[config.mk]
export PLATFORM = sky130hd
export DESIGN_NAME = seq_regs
export DESIGN_NICKNAME = d
export VERILOG_FILES = /design/src/common/ddr_seq_pkg.sv /design/src/sequencer/seq_regs.sv
export SDC_FILE = /design/constraint.sdc
export NUM_CORES = 1
export LEC_CHECK = 0
export ABC_AREA = 1
export BUFFER_PORTS_ARGS = -buffer_cell sky130_fd_sc_hd__buf_2
export CAP_MARGIN = 10
export CELL_PAD_IN_SITES_DETAIL_PLACEMENT = 0
export CELL_PAD_IN_SITES_GLOBAL_PLACEMENT = 1
export CORE_ASPECT_RATIO = 1.1
export CORE_MARGIN = 2
export CORE_UTILIZATION = 32
export DETAILED_ROUTE_END_ITERATION = 16
export GPL_TIMING_DRIVEN = 0
export PLACE_DENSITY_LB_ADDON = 0.1
export SETUP_SLACK_MARGIN = 0.3
export SLEW_MARGIN = 0
export SYNTH_ARGS = -nofsm -noshare
export SYNTH_HDL_FRONTEND = slang
export SYNTH_SLANG_ARGS = --single-unit
[constraint.sdc]
create_clock -name mclk -period 2.52 [get_ports mclk]
set_input_delay 0.378 -clock mclk [delete_from_list [all_inputs] [get_ports mclk]]
set_output_delay 0.378 -clock mclk [all_outputs]
set_load 0.01 [all_outputs]
[src/common/ddr_seq_pkg.sv]
// sizes, register map, command word union, phy command and run request structs
`default_nettype none

package ddr_seq_pkg;

    localparam int cmd_addr_bits = 10;          // words per bank, log2
    localparam int sd_addr_bits  = 15;          // ddr3 row/column address
    localparam int sd_bank_bits  = 3;           // ddr3 bank address
    localparam int pause_bits    = 6;           // pause length inside a nop word
    localparam int wb_addr_bits  = 12;          // wishbone word address
    localparam int wb_data_bits  = 32;
    localparam int cmd_word_bits = 32;

    // upper bits of a command word carry nothing
    localparam int rsv_bits = cmd_word_bits - 5 - sd_bank_bits - sd_addr_bits;

    // wishbone address map
    localparam int wb_reg_bit  = wb_addr_bits - 1;  // set: register space
    localparam int wb_bank_bit = cmd_addr_bits;     // memory space: bank select

    // register offsets and fields
    localparam int reg_run       = 0;
    localparam int reg_status    = 1;
    localparam int run_go_bit    = 31;              // start request
    localparam int run_bank_bit  = 10;              // start bank
    localparam int stat_busy_bit = 0;
    localparam int stat_done_bit = 1;               // sticky

    // plain command view, address field is the ddr3 address
    typedef struct packed {
        logic [rsv_bits-1:0]     rsv;
        logic                    odt;
        logic                    cke;
        logic                    ras_n;
        logic                    cas_n;
        logic                    we_n;
        logic [sd_bank_bits-1:0] bank;
        logic [sd_addr_bits-1:0] addr;
    } cmd_view_t;

    // nop view, used when ras_n, cas_n and we_n are all high
    typedef struct packed {
        logic [rsv_bits-1:0]                  rsv;
        logic                                 odt;
        logic                                 cke;
        logic                                 ras_n;
        logic                                 cas_n;
        logic                                 we_n;
        logic [sd_bank_bits-1:0]              bank;
        logic [sd_addr_bits-pause_bits-2:0]   spare;
        logic                                 done;   // end of sequence
        logic [pause_bits-1:0]                pause;  // idle cycles after this word
    } nop_view_t;

    typedef union packed {
        cmd_view_t cmd;
        nop_view_t nop;
    } cmd_word_u;

    // one command to the phy, same bit order as the low word bits
    typedef struct packed {
        logic                    odt;
        logic                    cke;
        logic                    ras_n;
        logic                    cas_n;
        logic                    we_n;
        logic [sd_bank_bits-1:0] bank;
        logic [sd_addr_bits-1:0] addr;
    } ddr_cmd_t;

    // nop with cke low, what the phy sees out of reset
    localparam ddr_cmd_t cmd_idle = '{
        odt:   1'b0,
        cke:   1'b0,
        ras_n: 1'b1,
        cas_n: 1'b1,
        we_n:  1'b1,
        bank:  '0,
        addr:  '0
    };

    typedef struct packed {
        logic                     bank;   // 0 manual, 1 auto
        logic [cmd_addr_bits-1:0] addr;   // first word
    } run_req_t;

endpackage

`default_nettype wire
[src/sequencer/seq_regs.sv]
// seq_regs: wishbone classic slave, run and status registers, command memory write routing
`timescale 1ns/1ps
`default_nettype none

module seq_regs (
    input  wire                                        mclk,
    input  wire                                        rst,
    // wishbone classic slave
    input  wire                                        wb_cyc,
    input  wire                                        wb_stb,
    input  wire                                        wb_we,
    input  wire [ddr_seq_pkg::wb_addr_bits-1:0]        wb_adr,
    input  wire [ddr_seq_pkg::wb_data_bits-1:0]        wb_dat_w,
    output logic                                       wb_ack,
    output logic [ddr_seq_pkg::wb_data_bits-1:0]       wb_dat_r,
    // command memory write port, shared by both banks
    output logic                                       mem_we0,
    output logic                                       mem_we1,
    output logic [ddr_seq_pkg::cmd_addr_bits-1:0]      mem_addr,
    output ddr_seq_pkg::cmd_word_u                     mem_data,
    // sequencer control
    output logic                                       run_start,
    output ddr_seq_pkg::run_req_t                      run_req,
    input  wire                                        busy,
    input  wire                                        done_pulse
);

    logic                                    req;         // strobe not yet acked
    logic                                    reg_sel;     // register space hit
    logic [ddr_seq_pkg::wb_addr_bits-2:0]    reg_off;     // offset in register space
    logic                                    mem_wr;      // write into a bank
    logic                                    wr_run;      // write to reg_run
    logic                                    rd_status;   // read of reg_status
    logic                                    go_ok;       // go allowed now
    logic                                    done;        // sticky done
    logic [ddr_seq_pkg::wb_data_bits-1:0]    status_word;

    // address decode
    assign req     = wb_cyc & wb_stb & ~wb_ack;
    assign reg_sel = wb_adr[ddr_seq_pkg::wb_reg_bit];
    assign reg_off = wb_adr[ddr_seq_pkg::wb_addr_bits-2:0];

    assign mem_wr    = req & wb_we & ~reg_sel;
    assign wr_run    = req & wb_we & reg_sel & (reg_off == ddr_seq_pkg::reg_run);
    assign rd_status = req & ~wb_we & reg_sel & (reg_off == ddr_seq_pkg::reg_status);

    // start only from idle, run_start covers the cycle before busy rises
    assign go_ok = wb_dat_w[ddr_seq_pkg::run_go_bit] & ~busy & ~run_start;

    always_comb begin
        status_word = '0;
        status_word[ddr_seq_pkg::stat_busy_bit] = busy;
        status_word[ddr_seq_pkg::stat_done_bit] = done;
    end

    // control: ack, write strobes, start pulse, sticky done
    always_ff @(posedge mclk or posedge rst) begin
        if (rst) begin
            wb_ack    <= 1'b0;
            mem_we0   <= 1'b0;
            mem_we1   <= 1'b0;
            run_start <= 1'b0;
            done      <= 1'b0;
        end else begin
            wb_ack    <= req;                                      // single cycle ack
            mem_we0   <= mem_wr & ~wb_adr[ddr_seq_pkg::wb_bank_bit];
            mem_we1   <= mem_wr &  wb_adr[ddr_seq_pkg::wb_bank_bit];
            run_start <= wr_run & go_ok;                           // lines up with ack
            if (run_start) begin
                done <= 1'b0;                                      // new sequence
            end else if (done_pulse) begin
                done <= 1'b1;
            end
        end
    end

    // payload: write data, addresses and read data
    always_ff @(posedge mclk) begin
        if (req) begin
            mem_addr <= wb_adr[ddr_seq_pkg::cmd_addr_bits-1:0];
            mem_data <= wb_dat_w;
            wb_dat_r <= rd_status ? status_word : '0;              // memory reads give zero
        end
        if (wr_run) begin
            run_req.bank <= wb_dat_w[ddr_seq_pkg::run_bank_bit];
            run_req.addr <= wb_dat_w[ddr_seq_pkg::cmd_addr_bits-1:0];
        end
    end

endmodule

`default_nettype wire

**After elaboration in Yosys (flattened, before gate mapping)**

Cells that the tools add are included.

- Eq/ne operators: 1
- Multiplexer cells: 2
- Bitwise gates (word level): 20
- Reduce and logical (&&, ||, !) cells: 2

Operators with widths:

| cell | count |
|---|---|
| $and A1 B1 Y1 | 14 |
| $eq A11 B1 Y1 const B | 1 |
| $logic_not A11 Y1 | 1 |
| $not A1 Y1 | 6 |
| $mux W1 | 2 |
| $reduce_bool A2 Y1 | 1 |

- Bits in registers: 90
- Input bits: 51
- Output and inout port bits: 89
- Logic and storage cells: 36

**Depth between registers and ports, before layout**

- Word-level depth: 6
- Depth in mapped cells: 5
- Gate-level depth less buffers: 5

**Least setup slack after synthesis**

OpenSTA, ideal clock, no wires.

- Path type: reg2reg
- Start: reg wb_ack
- End: reg mem_addr[0] (netlist name), enable pin
- Setup time: 0.399 ns
- Arrival: 1.423 ns
- Data required time: 2.121 ns
- Path slack: 0.698 ns
- Cell stages (with the launch flop): 4
- Path buffers: 0
- Clock period less this slack: 1.822 ns
- Cell sequence: dfrtp_1 -> inv_1 -> nand3_2 -> inv_1

- Cells in the longest elaborated chain, start to end: 2

Ends and longest elaborated chain:

| what | line | source |
|---|---|---|
| start, declared | seq_regs.sv:14 | `output logic wb_ack,` |
| start signal, assigned | seq_regs.sv:65 | `wb_ack <= req;` |
| $not A1 Y1 | seq_regs.sv:39 | `assign req = wb_cyc & wb_stb & ~wb_ack;` |
| $and A1 B1 Y1 | seq_regs.sv:39 |  |
| net req | seq_regs.sv:28 | `logic req;` |
| end signal, assigned | seq_regs.sv:80 | `mem_addr <= wb_adr[ddr_seq_pkg::cmd_addr_bits-1:0];` |
| end, declared | seq_regs.sv:19 | `output logic [ddr_seq_pkg::cmd_addr_bits-1:0] mem_addr,` |

The timed path passes the listed nets, and every way through them passes these cells.
A chain may end at the register's enable or synchronous reset.

**Final worst setup path**

- Start: reg wb_ack
- End: reg run_req[9] (netlist name), enable pin

- Cells in the longest elaborated chain, start to end: 5

Ends and longest elaborated chain:

| what | line | source |
|---|---|---|
| $not A1 Y1 | seq_regs.sv:39 |  |
| $and A1 B1 Y1 | seq_regs.sv:39 |  |
| $and A1 B1 Y1 (3 in a row) | seq_regs.sv:44 | `assign wr_run = req & wb_we & reg_sel & (reg_off == ddr_seq_pkg::reg_run);` |
| net wr_run | seq_regs.sv:32 | `logic wr_run;` |
| end, declared | seq_regs.sv:23 | `output ddr_seq_pkg::run_req_t run_req,` |

The timed path passes the listed nets, and every way through them passes these cells.

==> impl_metrics.csv <==
group,metric,value,unit
drt,wl_met2,2012,um
cts,cts.clk_slew.worst_paths,70,ps
placed_design,dp_slack,832.6,ps
global_route,grt_pass1_vias,1281,
yosys,synth_top_family_by_area,"buffers and inverters",
sta,setup_viol,0,
setup_path,critPathMaxStageDelay,380,ps
sta,final_max_slew_viol_count,0,
layout,layout.nets,330,
layout,diodes,0,
setup_path,path_class,"flop to flop",
die,die_h,90.21,um
layout,area_growth_syn_to_layout,43.75,%
die,core,6555,um2
sta,timing.final.ws_setup,994.7,ps
drt,routed.top_layer,"met4",
drt,detail-route-antenna-nets,0,
placed_design,numPortBuffers,109,
layout,layout-drive-gt1-share,0.5493,
drt,routed_wl,4213,um
yosys,synth_top_area_frac,0.7639,
drt,via_per_inst,3.683,
die,dieArea,7431,um2
cts,cts.sinks,60,
sta,rsz0062_at_grt,"false",
drt,first_pass_iters,3,
die,rows,31,
sta,skew,9.823,ps
sta,finalSetupTns,0,ps
min_path,min-delay-start,"wb_dat_w[11]",
drt,first_iter_violations,37,
cts,clockRootBuffer,"clkbuf_8",
cts,hold_buffers,1,
yosys,synth_area_leaders,"edfxtp_1 (76%), buf_4 (10%), dfrtp_1 (5.8%)",
layout,layoutNonFillerInstCount,366,
setup_path,worstReg2RegStart,"wb_ack$_DFF_PP0_",
yosys,ys_warn_count,0,
cts,cts_htree_levels,3,
setup_path,critPathBufInv,2,
setup_path,cp.arrival,1500,ps
die,die_w,82.37,um
setup_path,end_kind,"flop",
yosys,syn_area,2162,um2
yosys,ys_seq_elements,60,
power,pwr-share-comb,0.087,
cts,clk_path_buf_depth,2,
yosys,netlist_top_cells_count,"edfxtp_1 (55), buf_4 (30), nor2_1 (15)",
cts,cts_tree,"done",
cts,post_cts_buffers,0,
power,p_clk_frac,0.346,
yosys,synthMuxAreaShare,0,
drt,num_vias,1348,
power,internal_power,1551,uW
global_route,grt_remaining_overflow,0,
setup_path,cp_max_fo,11,
sta,fmax,655.6,MHz
setup_path,required,2490,ps
min_path,hp-class,"primary input to flop",
run,cap_viol_max_count,0,
setup_path,crit_start,"wb_ack$_DFF_PP0_",
drt,met1_length,1546,um
yosys,synth_seq_area_share,0.8218,
yosys,avgSynthCellArea,16.89,um2
yosys,synthArstFlopShare,0.08333,
power,p_leak,0.001467,uW
die,io_pins,140,
yosys,syn_inst,128,
placed_design,dp.cells,349,
yosys,synth-simple-area-share,0.05324,
yosys,synth-main-ff-cell,"edfxtp_1",
global_route,grt_max_degree,28,
setup_path,crit_top_cell,"inv_1",
setup_path,worst_path_max_delay_cell,"dfrtp_1",
die,start_util,0.3298,
global_route,grt_pass1_wl,5837,um
setup_path,crit_family,"buffers and inverters",
cts,post_cts_resized,0,
yosys,synth-adder-area-share,0,
setup_path,setup.worst_path.start_class,"flop",
run_status,status,"complete, no violations",
drt,wl_met3,475,um
setup_path,crit_path_cell_trace,"inv_1, nand3_2, nor2_1, nand3_1, inv_1",
power,ir_worst_vdd,0.2202,mV
yosys,synth_cell_types,11,
yosys,synth-edff-count,55,
global_route,antenna_found_initial,0,
yosys,synth_compound_area_frac,0,
cts,worst_skew_pair.late_latency,330,ps
power,seq_power_share,0.567,
yosys,synth_xor_area_frac,0,
yosys,yosys.area.top_type,"edfxtp_1",
power,switchingPower,440.8,uW
power,p_sw_frac,0.2213,
sta,hold_viol,0,
drt,wl_per_cell,11.51,um
sta,post-route-period-util,0.6053,
sta,hold_slack,218.2,ps
power,powerDensity,640.9,nW/um2
placed_design,dp_hpwl,3188,um
sta,finalCriticalPeriod,1525,ps
cts,cts_buffers,9,
placed_design,gp_congestion,0.7026,
drt,drc,0,
global_route,grt_usage,0.1125,
yosys,yosysMostFrequentCell,"edfxtp_1",
layout,final_util,0.4741,
[per-layer routing]
layer / up-vias / global-route usage
li1: 678 / -
met1: 573 / 0.1106
met2: 84 / 0.1747
met3: 13 / 0.03815
met4: 0 / 0.1111
met5: - / 0
[area by class of cell]
class,instances,area (um2)
clock buffer,10,127.6
fill,620,3447
inverter,11,41.29
multi-input combinational,56,227.7
tap,82,102.6
clock inverter,6,31.28
buffer,30,225.2
timing repair buffer,111,575.6
sequential,60,1777
[cells in the final DEF (no fill, tap or decap)]
master         count
inv_1             10
clkbuf_1           1
nor3_2             1
buf_4             30
buf_2            109
dfrtp_1            5
edfxtp_1          55
nor2_1            15
clkinvlp_4         2
inv_2              1
clkinv_2           1
nand2_1            6
conb_1            30
clkinv_1           3
dlygate4sd3_1      1
nor2_2             1
nand3_2            1
buf_12             1
clkbuf_8           9
nand3_1            2
[registers in the layout (all words and copies together), names as in the netlist]
register and cells:
mem_we1 1, mem_data 32, wb_ack 1, run_req 11, mem_addr 10, mem_we0 1, wb_dat_r 2, done 1
run_start 1
[kinds of logic after synthesis]
group	after synthesis
buffers and inverters	41
flip-flops	60
other	1
AND/OR/NAND/NOR	26
[power by group through the flow]
stage,sequential [uW],combinational [uW],clock [uW]
floorplan,1170,74.6,0
global placement,1150,166,0
detailed placement,1150,172,0
CTS,1130,174,715
global route,1130,190,765
finish,1130,173,689
[path summary, 6_finish.rpt]
| path | slack [ps] | endpoint | cells after the start |
|---|---|---|---|
| setup / recovery | 990 | run_req[9]$_DFFE_PP_ | 5 |
| hold / removal | 220 | mem_data[11]$_DFFE_PP_ | 1 |
| setup reg to reg | 990 | run_req[9]$_DFFE_PP_ | 5 |
| hold reg to reg | 450 | done$_DFFE_PP0P_ | 1 |
| max in group asynchronous | 1860 | done$_DFFE_PP0P_ | 3 |
| min in group asynchronous | 490 | mem_we0$_DFF_PP0_ | 3 |
[per-stage QoR]
step | total power [uW] | area, um2
CTS | 2019 | 3108
global route | 2088 | 3108
global placement | 1318 | 2919
detailed placement | 1323 | 2939
finish | 1992 | 3108
floorplan | 1245 | 2271
Note: power is estimated with default switching activity, not from simulation.
