--- config.mk ---
export PLATFORM = sky130hd
export DESIGN_NAME = seq_ctrl
export DESIGN_NICKNAME = d
export VERILOG_FILES = /design/src/common/ddr_seq_pkg.sv /design/src/sequencer/seq_ctrl.sv
export SDC_FILE = /design/constraint.sdc
export NUM_CORES = 1
export LEC_CHECK = 0
export BUFFER_PORTS_ARGS = -buffer_cell sky130_fd_sc_hd__clkbuf_2
export CAP_MARGIN = 25
export CORE_UTILIZATION = 26
export DETAILED_ROUTE_END_ITERATION = 16
export PLACE_DENSITY = 0.52
export SLEW_MARGIN = 0
export SYNTH_ARGS = -nofsm -noshare
export SYNTH_HDL_FRONTEND = slang
export SYNTH_SLANG_ARGS = --single-unit
--- constraint.sdc ---
create_clock -name mclk -period 2.6 [get_ports mclk]
set_clock_uncertainty 0.2 [all_clocks]
set_input_delay 0.13 -clock mclk [delete_from_list [all_inputs] [get_ports mclk]]
set_output_delay 0.13 -clock mclk [all_outputs]
set_load 0.02 [all_outputs]
--- src/common/ddr_seq_pkg.sv ---
// sizes, register map, command word union, phy command and run request structs
`default_nettype none

package ddr_seq_pkg;

    localparam int cmd_addr_bits = 10;          // words per bank, log2
    localparam int sd_addr_bits  = 15;          // ddr3 row/column address
    localparam int sd_bank_bits  = 3;           // ddr3 bank address
    localparam int pause_bits    = 6;           // pause length inside a nop word
    localparam int wb_addr_bits  = 12;          // wishbone word address
    localparam int wb_data_bits  = 32;
    localparam int cmd_word_bits = 32;

    // upper bits of a command word carry nothing
    localparam int rsv_bits = cmd_word_bits - 5 - sd_bank_bits - sd_addr_bits;

    // wishbone address map
    localparam int wb_reg_bit  = wb_addr_bits - 1;  // set: register space
    localparam int wb_bank_bit = cmd_addr_bits;     // memory space: bank select

    // register offsets and fields
    localparam int reg_run       = 0;
    localparam int reg_status    = 1;
    localparam int run_go_bit    = 31;              // start request
    localparam int run_bank_bit  = 10;              // start bank
    localparam int stat_busy_bit = 0;
    localparam int stat_done_bit = 1;               // sticky

    // plain command view, address field is the ddr3 address
    typedef struct packed {
        logic [rsv_bits-1:0]     rsv;
        logic                    odt;
        logic                    cke;
        logic                    ras_n;
        logic                    cas_n;
        logic                    we_n;
        logic [sd_bank_bits-1:0] bank;
        logic [sd_addr_bits-1:0] addr;
    } cmd_view_t;

    // nop view, used when ras_n, cas_n and we_n are all high
    typedef struct packed {
        logic [rsv_bits-1:0]                  rsv;
        logic                                 odt;
        logic                                 cke;
        logic                                 ras_n;
        logic                                 cas_n;
        logic                                 we_n;
        logic [sd_bank_bits-1:0]              bank;
        logic [sd_addr_bits-pause_bits-2:0]   spare;
        logic                                 done;   // end of sequence
        logic [pause_bits-1:0]                pause;  // idle cycles after this word
    } nop_view_t;

    typedef union packed {
        cmd_view_t cmd;
        nop_view_t nop;
    } cmd_word_u;

    // one command to the phy, same bit order as the low word bits
    typedef struct packed {
        logic                    odt;
        logic                    cke;
        logic                    ras_n;
        logic                    cas_n;
        logic                    we_n;
        logic [sd_bank_bits-1:0] bank;
        logic [sd_addr_bits-1:0] addr;
    } ddr_cmd_t;

    // nop with cke low, what the phy sees out of reset
    localparam ddr_cmd_t cmd_idle = '{
        odt:   1'b0,
        cke:   1'b0,
        ras_n: 1'b1,
        cas_n: 1'b1,
        we_n:  1'b1,
        bank:  '0,
        addr:  '0
    };

    typedef struct packed {
        logic                     bank;   // 0 manual, 1 auto
        logic [cmd_addr_bits-1:0] addr;   // first word
    } run_req_t;

endpackage

`default_nettype wire
--- src/sequencer/seq_ctrl.sv ---
// seq_ctrl: fetch address counter, nop decode, pause counter, done detection, command output
`timescale 1ns/1ps
`default_nettype none

module seq_ctrl #(
    parameter int depth_bits = ddr_seq_pkg::cmd_addr_bits
) (
    input  wire                          mclk,
    input  wire                          rst,
    // start request from the register block
    input  wire                          run_start,
    input  wire ddr_seq_pkg::run_req_t   run_req,
    // command memory read port, both banks
    output logic                         rd_en,
    output logic [depth_bits-1:0]        rd_addr,
    input  wire ddr_seq_pkg::cmd_word_u  rd_data0,
    input  wire ddr_seq_pkg::cmd_word_u  rd_data1,
    // to the phy
    output ddr_seq_pkg::ddr_cmd_t        cmd,
    output logic                         cmd_valid,
    // status
    output logic                         busy,
    output logic                         done_pulse
);

    logic [depth_bits-1:0]               addr_q;      // next word to fetch
    logic                                bank_sel;    // 0 manual, 1 auto
    logic                                word_vld;    // rd_data holds a fresh word
    logic [ddr_seq_pkg::pause_bits-1:0]  pause_cnt;   // remaining idle cycles
    ddr_seq_pkg::cmd_word_u              word;        // word under examination
    logic                                is_nop;
    logic                                pause_now;   // nop with pause seen this cycle
    logic                                hold;        // no fetch this cycle

    // bank mux on the registered memory outputs
    assign word = bank_sel ? rd_data1 : rd_data0;

    // nop decode through the nop view
    assign is_nop = word.nop.ras_n & word.nop.cas_n & word.nop.we_n;

    // end of sequence, pause field ignored
    assign done_pulse = word_vld & is_nop & word.nop.done;

    assign pause_now = word_vld & is_nop & ~word.nop.done & (word.nop.pause != '0);

    // the word after a pause nop is already addressed, keep it until the count runs out
    assign hold = pause_now | (pause_cnt > ddr_seq_pkg::pause_bits'(1));

    // first fetch straight from the request, so data is back one cycle after start
    assign rd_en   = run_start | (busy & ~hold & ~done_pulse);
    assign rd_addr = run_start ? run_req.addr[depth_bits-1:0] : addr_q;

    // sequence state and fetch
    always_ff @(posedge mclk or posedge rst) begin
        if (rst) begin
            busy      <= 1'b0;
            bank_sel  <= 1'b0;
            word_vld  <= 1'b0;
            addr_q    <= '0;
            pause_cnt <= '0;
        end else begin
            if (run_start) begin
                busy     <= 1'b1;
                bank_sel <= run_req.bank;
            end else if (done_pulse) begin
                busy     <= 1'b0;                            // falls right after done nop
            end
            word_vld <= rd_en;                               // fetched word lands next cycle
            if (rd_en) begin
                addr_q <= rd_addr + depth_bits'(1);          // wraps at end of bank
            end
            if (pause_now) begin
                pause_cnt <= word.nop.pause;
            end else if (pause_cnt != '0) begin
                pause_cnt <= pause_cnt - ddr_seq_pkg::pause_bits'(1);
            end
        end
    end

    // output register, nops never leave
    always_ff @(posedge mclk or posedge rst) begin
        if (rst) begin
            cmd       <= ddr_seq_pkg::cmd_idle;
            cmd_valid <= 1'b0;
        end else begin
            if (word_vld & ~is_nop) begin
                cmd.odt   <= word.cmd.odt;
                cmd.cke   <= word.cmd.cke;
                cmd.ras_n <= word.cmd.ras_n;
                cmd.cas_n <= word.cmd.cas_n;
                cmd.we_n  <= word.cmd.we_n;
                cmd.bank  <= word.cmd.bank;
                cmd.addr  <= word.cmd.addr;                 // ddr3 address view
                cmd_valid <= 1'b1;
            end else begin
                // idle: drive nop, keep cke, odt, bank and address
                cmd.ras_n <= 1'b1;
                cmd.cas_n <= 1'b1;
                cmd.we_n  <= 1'b1;
                cmd_valid <= 1'b0;
            end
        end
    end

endmodule

`default_nettype wire

* After elaboration in Yosys (flattened, before gate mapping) *
Cells that the tools add are included.

operators by class
  add/subtract/negate cells = 2
  $mul = 0
  divide/modulo/power cells = 0
  order comparisons = 1
  equal/unequal tests = 0
  shift-type cells = 0
  muxes and demuxes = 8
  bitwise gates (word level) = 15
  reductions and logical operators = 4

operators with widths
  cell                                                 number
  two-way mux 23 bit                                   1
  two-way mux 6 bit                                    2
  nonzero test 6 bit                                   2
  adder 10 x 1 -> 10 bit (second input constant)       1
  two-way mux 10 bit                                   1
  AND 1 bit                                            9
  > comparator 6 x 1 -> 1 bit (second input constant)  1
  subtractor 6 x 1 -> 6 bit (second input constant)    1
  inverter 1 bit                                       4
  nonzero test 2 bit                                   2
  two-way mux 1 bit                                    3
  two-way mux 3 bit                                    1
  OR 1 bit                                             2

storage, ports and cells
  flip-flop bits (word level) = 43
  latch bits = 0
  memory bits (writable) = 0
  bits in read-only memories = 0
  input port bits = 78
  logic and storage cells = 43
  memories = 0

* Depth between registers and ports, before layout *
  word-level depth = 11
  depth in mapped cells = 11
  depth with buffers taken out = 8

* Worst setup path before layout *
Ideal clock, no wire load.

  kind = in2reg
  start = in run_start
  end = reg addr_q[6]
  library setup time = 125 ps
  arrival time = 2,260 ps
  required time = 2,275 ps
  setup slack = 14 ps
  stages = 9
  buffers on the path = 3
  cell sequence = buf_2 buf_2 clkbuf_1 o21ai_0 ha_1 inv_1 a211oi_1 xnor2_1 mux2_4

on the way
  longest elaborated chain between the ends = 2

RTL lines
  element                 RTL line        source
  start, declared         seq_ctrl.sv:11  input wire run_start,
  two-way mux 10 bit      seq_ctrl.sv:51  assign rd_addr = run_start ? run_req.addr[depth_bits-1:0] : addr_q;
  net rd_addr[0]          seq_ctrl.sv:15  output logic [depth_bits-1:0] rd_addr,
  adder 10 x 1 -> 10 bit  seq_ctrl.sv:70  addr_q <= rd_addr + depth_bits'(1);
  end signal, assigned    seq_ctrl.sv:70
  end, declared           seq_ctrl.sv:26  logic [depth_bits-1:0] addr_q;

The timed path passes the listed nets, and every way through them passes these cells.
A chain may end at the register's enable or synchronous reset.

* Worst setup path in the final report *
  start = in rd_data0[1] (netlist bit)
  end = out rd_en

on the way
  longest elaborated chain between the ends = 8

RTL lines
  element                  RTL line        source
  start, declared          seq_ctrl.sv:16  input wire ddr_seq_pkg::cmd_word_u rd_data0,
  two-way mux 23 bit       seq_ctrl.sv:36  assign word = bank_sel ? rd_data1 : rd_data0;
  nonzero test 6 bit       seq_ctrl.sv:44  assign pause_now = word_vld & is_nop & ~word.nop.done & (word.nop.pause != '0);
  AND 1 bit                seq_ctrl.sv:44
  OR 1 bit                 seq_ctrl.sv:47  assign hold = pause_now | (pause_cnt > ddr_seq_pkg::pause_bits'(1));
  inverter 1 bit           seq_ctrl.sv:50  assign rd_en = run_start | (busy & ~hold & ~done_pulse);
  AND 1 bit (2 in series)  seq_ctrl.sv:50
  OR 1 bit                 seq_ctrl.sv:50
  end, declared            seq_ctrl.sv:14  output logic rd_en,

No other way between the ends.

==> impl_metrics.ini <==
[clock_network]
clk_pin_slew_ns = 0.09
clk_latency_ns = 0.30
cts_num_sinks = 43
cts_root_buffer = clkbuf_8
cts_inserted_buffers = 5
tritoncts = built
h-tree-depth = 2
cts.path.max_buffers = 2

[cells_and_area]
stdcell_area_um2 = 3621
final_cell_mix = clkbuf_2 (95), dfrtp_1 (40), dlygate4sd3_1 (40)
drive_above_1_share = 0.3836
area.growth.synth_to_final_pct = 52.48
diodes = 0
nNetsFinal = 458
final_common_cell = clkbuf_2
fillerInstances = 857

[job]
maxCapViolations = 0

[detailed_routing]
via_per_inst = 4.506
antenna_left = 0
drt-initial-drc-count = 53
drc_errors = 0
detail_route.first_pass.iterations = 4
wl_per_cell_um = 12.87
routed_wl_mm = 6.254
vias = 2190

[die]
start_util = 0.2710
core_area_um2 = 8763
chipWidth_um = 97.57
rows = 34
ios = 115
dieHeight_um = 97.57
die_area_um2 = 9520

[min_path]
min_path_type = in -> reg

[critical_path]
cp.required_ns = 2.27
startpoint_type = input pin
endpoint_kind = output port
crit_arrival_ns = 2.17
worstPathMaxFanout = 9
path_class = in -> out

[power]
p_leak_nw = 1.806
power_density_nw_per_um2 = 778.2
ir_drop_mv = 0.3452

[timing]
clock.fmax_mhz = 400.2
setup_tns_ns = 0
slew_headroom = 0.7223
setup_viol = 0
hold_ws_ns = 0.01262
grt_setup_unrepaired = no
final.setup.worst_slack_ns = 0.1014
min_period_ns = 2.499
slew_violations = 0
fin_crit_sh = 0.9610
hold_violations = 0
worstMarginPinSlew_ns = 0.4140

[global_routing]
antenna_found_initial = 0
track_usage = 0.1377
grt_pass1_wl_mm = 10.52
grt_pass1_vias = 2275
grt_overflow = 0
grt_max_degree = 44

[run_status]
status = completed

[place]
place.gp.congestion = 0.7732
hpwlAfterDp_mm = 4.431
portBuffers = 96
place_area_um2 = 2987
dpl_worst_slack_ns = 0.3235

[synth]
synth_cells = 231
yosys_warnings = 0
synth_top_area_share = 0.4215
synth_top_cell_by_area = dfrtp_1
yosys.area_share.simple = 0.1444
yosysSeqAreaShare = 0.4547
ys_types = 36
synthXorXnorAreaFrac = 0.03688
netlist_area_um2 = 2375
yosys-top-cells-area = dfrtp_1 (42%), mux2i_1 (15%), nor2_1 (4.7%)
synth-compound-area-share = 0.08430
synth_seq_cells = 43
syn_area_per_cell_um2 = 10.28
synth_top_family_by_area = multiplexers
synth_fa_ha_area_frac = 0.01581
syn_nets = 312
synth_mux_area_frac = 0.2181
-- where the power goes --
part	leakage (nW)	internal, mW	switching, mW	total [mW]
clock	0.0644	0.383	0.252	0.635
sequential	0.486	0.881	0.150	1.03
combinational	1.26	0.547	0.605	1.15
-- logic make-up (layout without fill, tap and decap cells) --
| family | Yosys count | in the layout |
|---|---|---|
| flops | 43 | 43 |
| fa+ha+maj | 3 | 3 |
| buf+inv | 24 | 171 |
| xor+xnor | 10 | 10 |
| compound gates | 34 | 34 |
| simple gates | 69 | 69 |
| mux | 48 | 48 |
-- synthesized netlist by cell type --
cell and n:
o41ai_2 1, nand4b_1 2, a221o_2 1, nor3_1 1
xor2_1 4, nand2b_1 2, ha_1 3, mux2i_1 36
mux2_4 6, clkbuf_1 7, nand3b_1 1, nor2_1 30
dfstp_2 3, nand3_1 7, and2_1 1, nor4b_2 1
or3_4 1, dfrtp_1 40, or4_1 1, xnor2_1 6
nor2b_1 2, a211oi_1 1, nand2b_4 1, a21oi_1 22
buf_2 3, nand2_1 14, inv_1 12, o22ai_2 1
nand2_2 1, a22oi_1 1, buf_6 2, o21ai_0 7
nand4_1 2, nor4_1 1, mux2_2 6, or3b_2 1
-- layout make-up --
type | instances | area, um2 | area share
inverters | 12 | 45.04 | 0.01244
clock buffers | 5 | 68.82 | 0.01900
flip-flops and latches | 43 | 1080 | 0.2982
multi-input cells | 164 | 1204 | 0.3324
well taps | 108 | 135.1 | 0.03732
repair buffers | 151 | 1021 | 0.2820
clock inverters | 3 | 67.56 | 0.01866
-- worst max-delay path: stages --
cell and delay (ns):
dlygate4sd3_1 0.53, clkbuf_2 0.11, or4_4 0.54, o41ai_4 0.36
a221o_2 0.23, buf_12 0.12, buf_4 0.13
-- worst paths after layout --
check	from	to	slack [ns]	depth (start not counted)
setup / recovery	rd_data0[1]	rd_en	0.10	7
hold / removal	run_req[0]	addr_q[0]$_DFFE_PP0P_	0.01	4
setup reg to reg	pause_cnt[3]$_DFFE_PP0P_	addr_q[2]$_DFFE_PP0P_	0.25	7
hold reg to reg	word_vld$_DFF_PP0_	cmd[18]$_DFF_PP1_	0.27	1
max in group asynchronous	rst	cmd[20]$_DFF_PP1_	1.65	4
min in group asynchronous	rst	addr_q[0]$_DFFE_PP0P_	0.05	3
-- per-stage QoR --
stage | util | total power [mW] | instances
2_1_floorplan | - | 1.776 | 231
3_3_place_gp | 0.3408 | 2.084 | 429
3_5_place_dp | 0.3408 | 2.105 | 429
4_1_cts | 0.4021 | 2.814 | 477
5_1_grt | 0.4132 | 3.018 | 486
6_report | 0.4132 | 2.818 | 486
-- registers in the layout, indices dropped and copies added, names as in the netlist --
name,cells
cmd_valid,1
bank_sel,1
cmd,23
pause_cnt,6
busy,1
addr_q,10
word_vld,1
-- layer usage --
metal  vias up  routed length [um]  track usage
li1       1085                   -            -
met1      1022                2680       0.1654
met4         0                 217      0.07127
met5         -                   0            0
met3        19                 285      0.02950
met2        64                3071       0.2308
-- what timing repair did --
action / in CTS / in global routing
hold buffers: 40 / 0
endpoints found under the setup margin: 0 / 1
hold endpoints to repair: 62 / 0
resized for setup: 0 / 4
setup buffers: 0 / 8
Note: power is estimated with default switching activity, not from simulation.
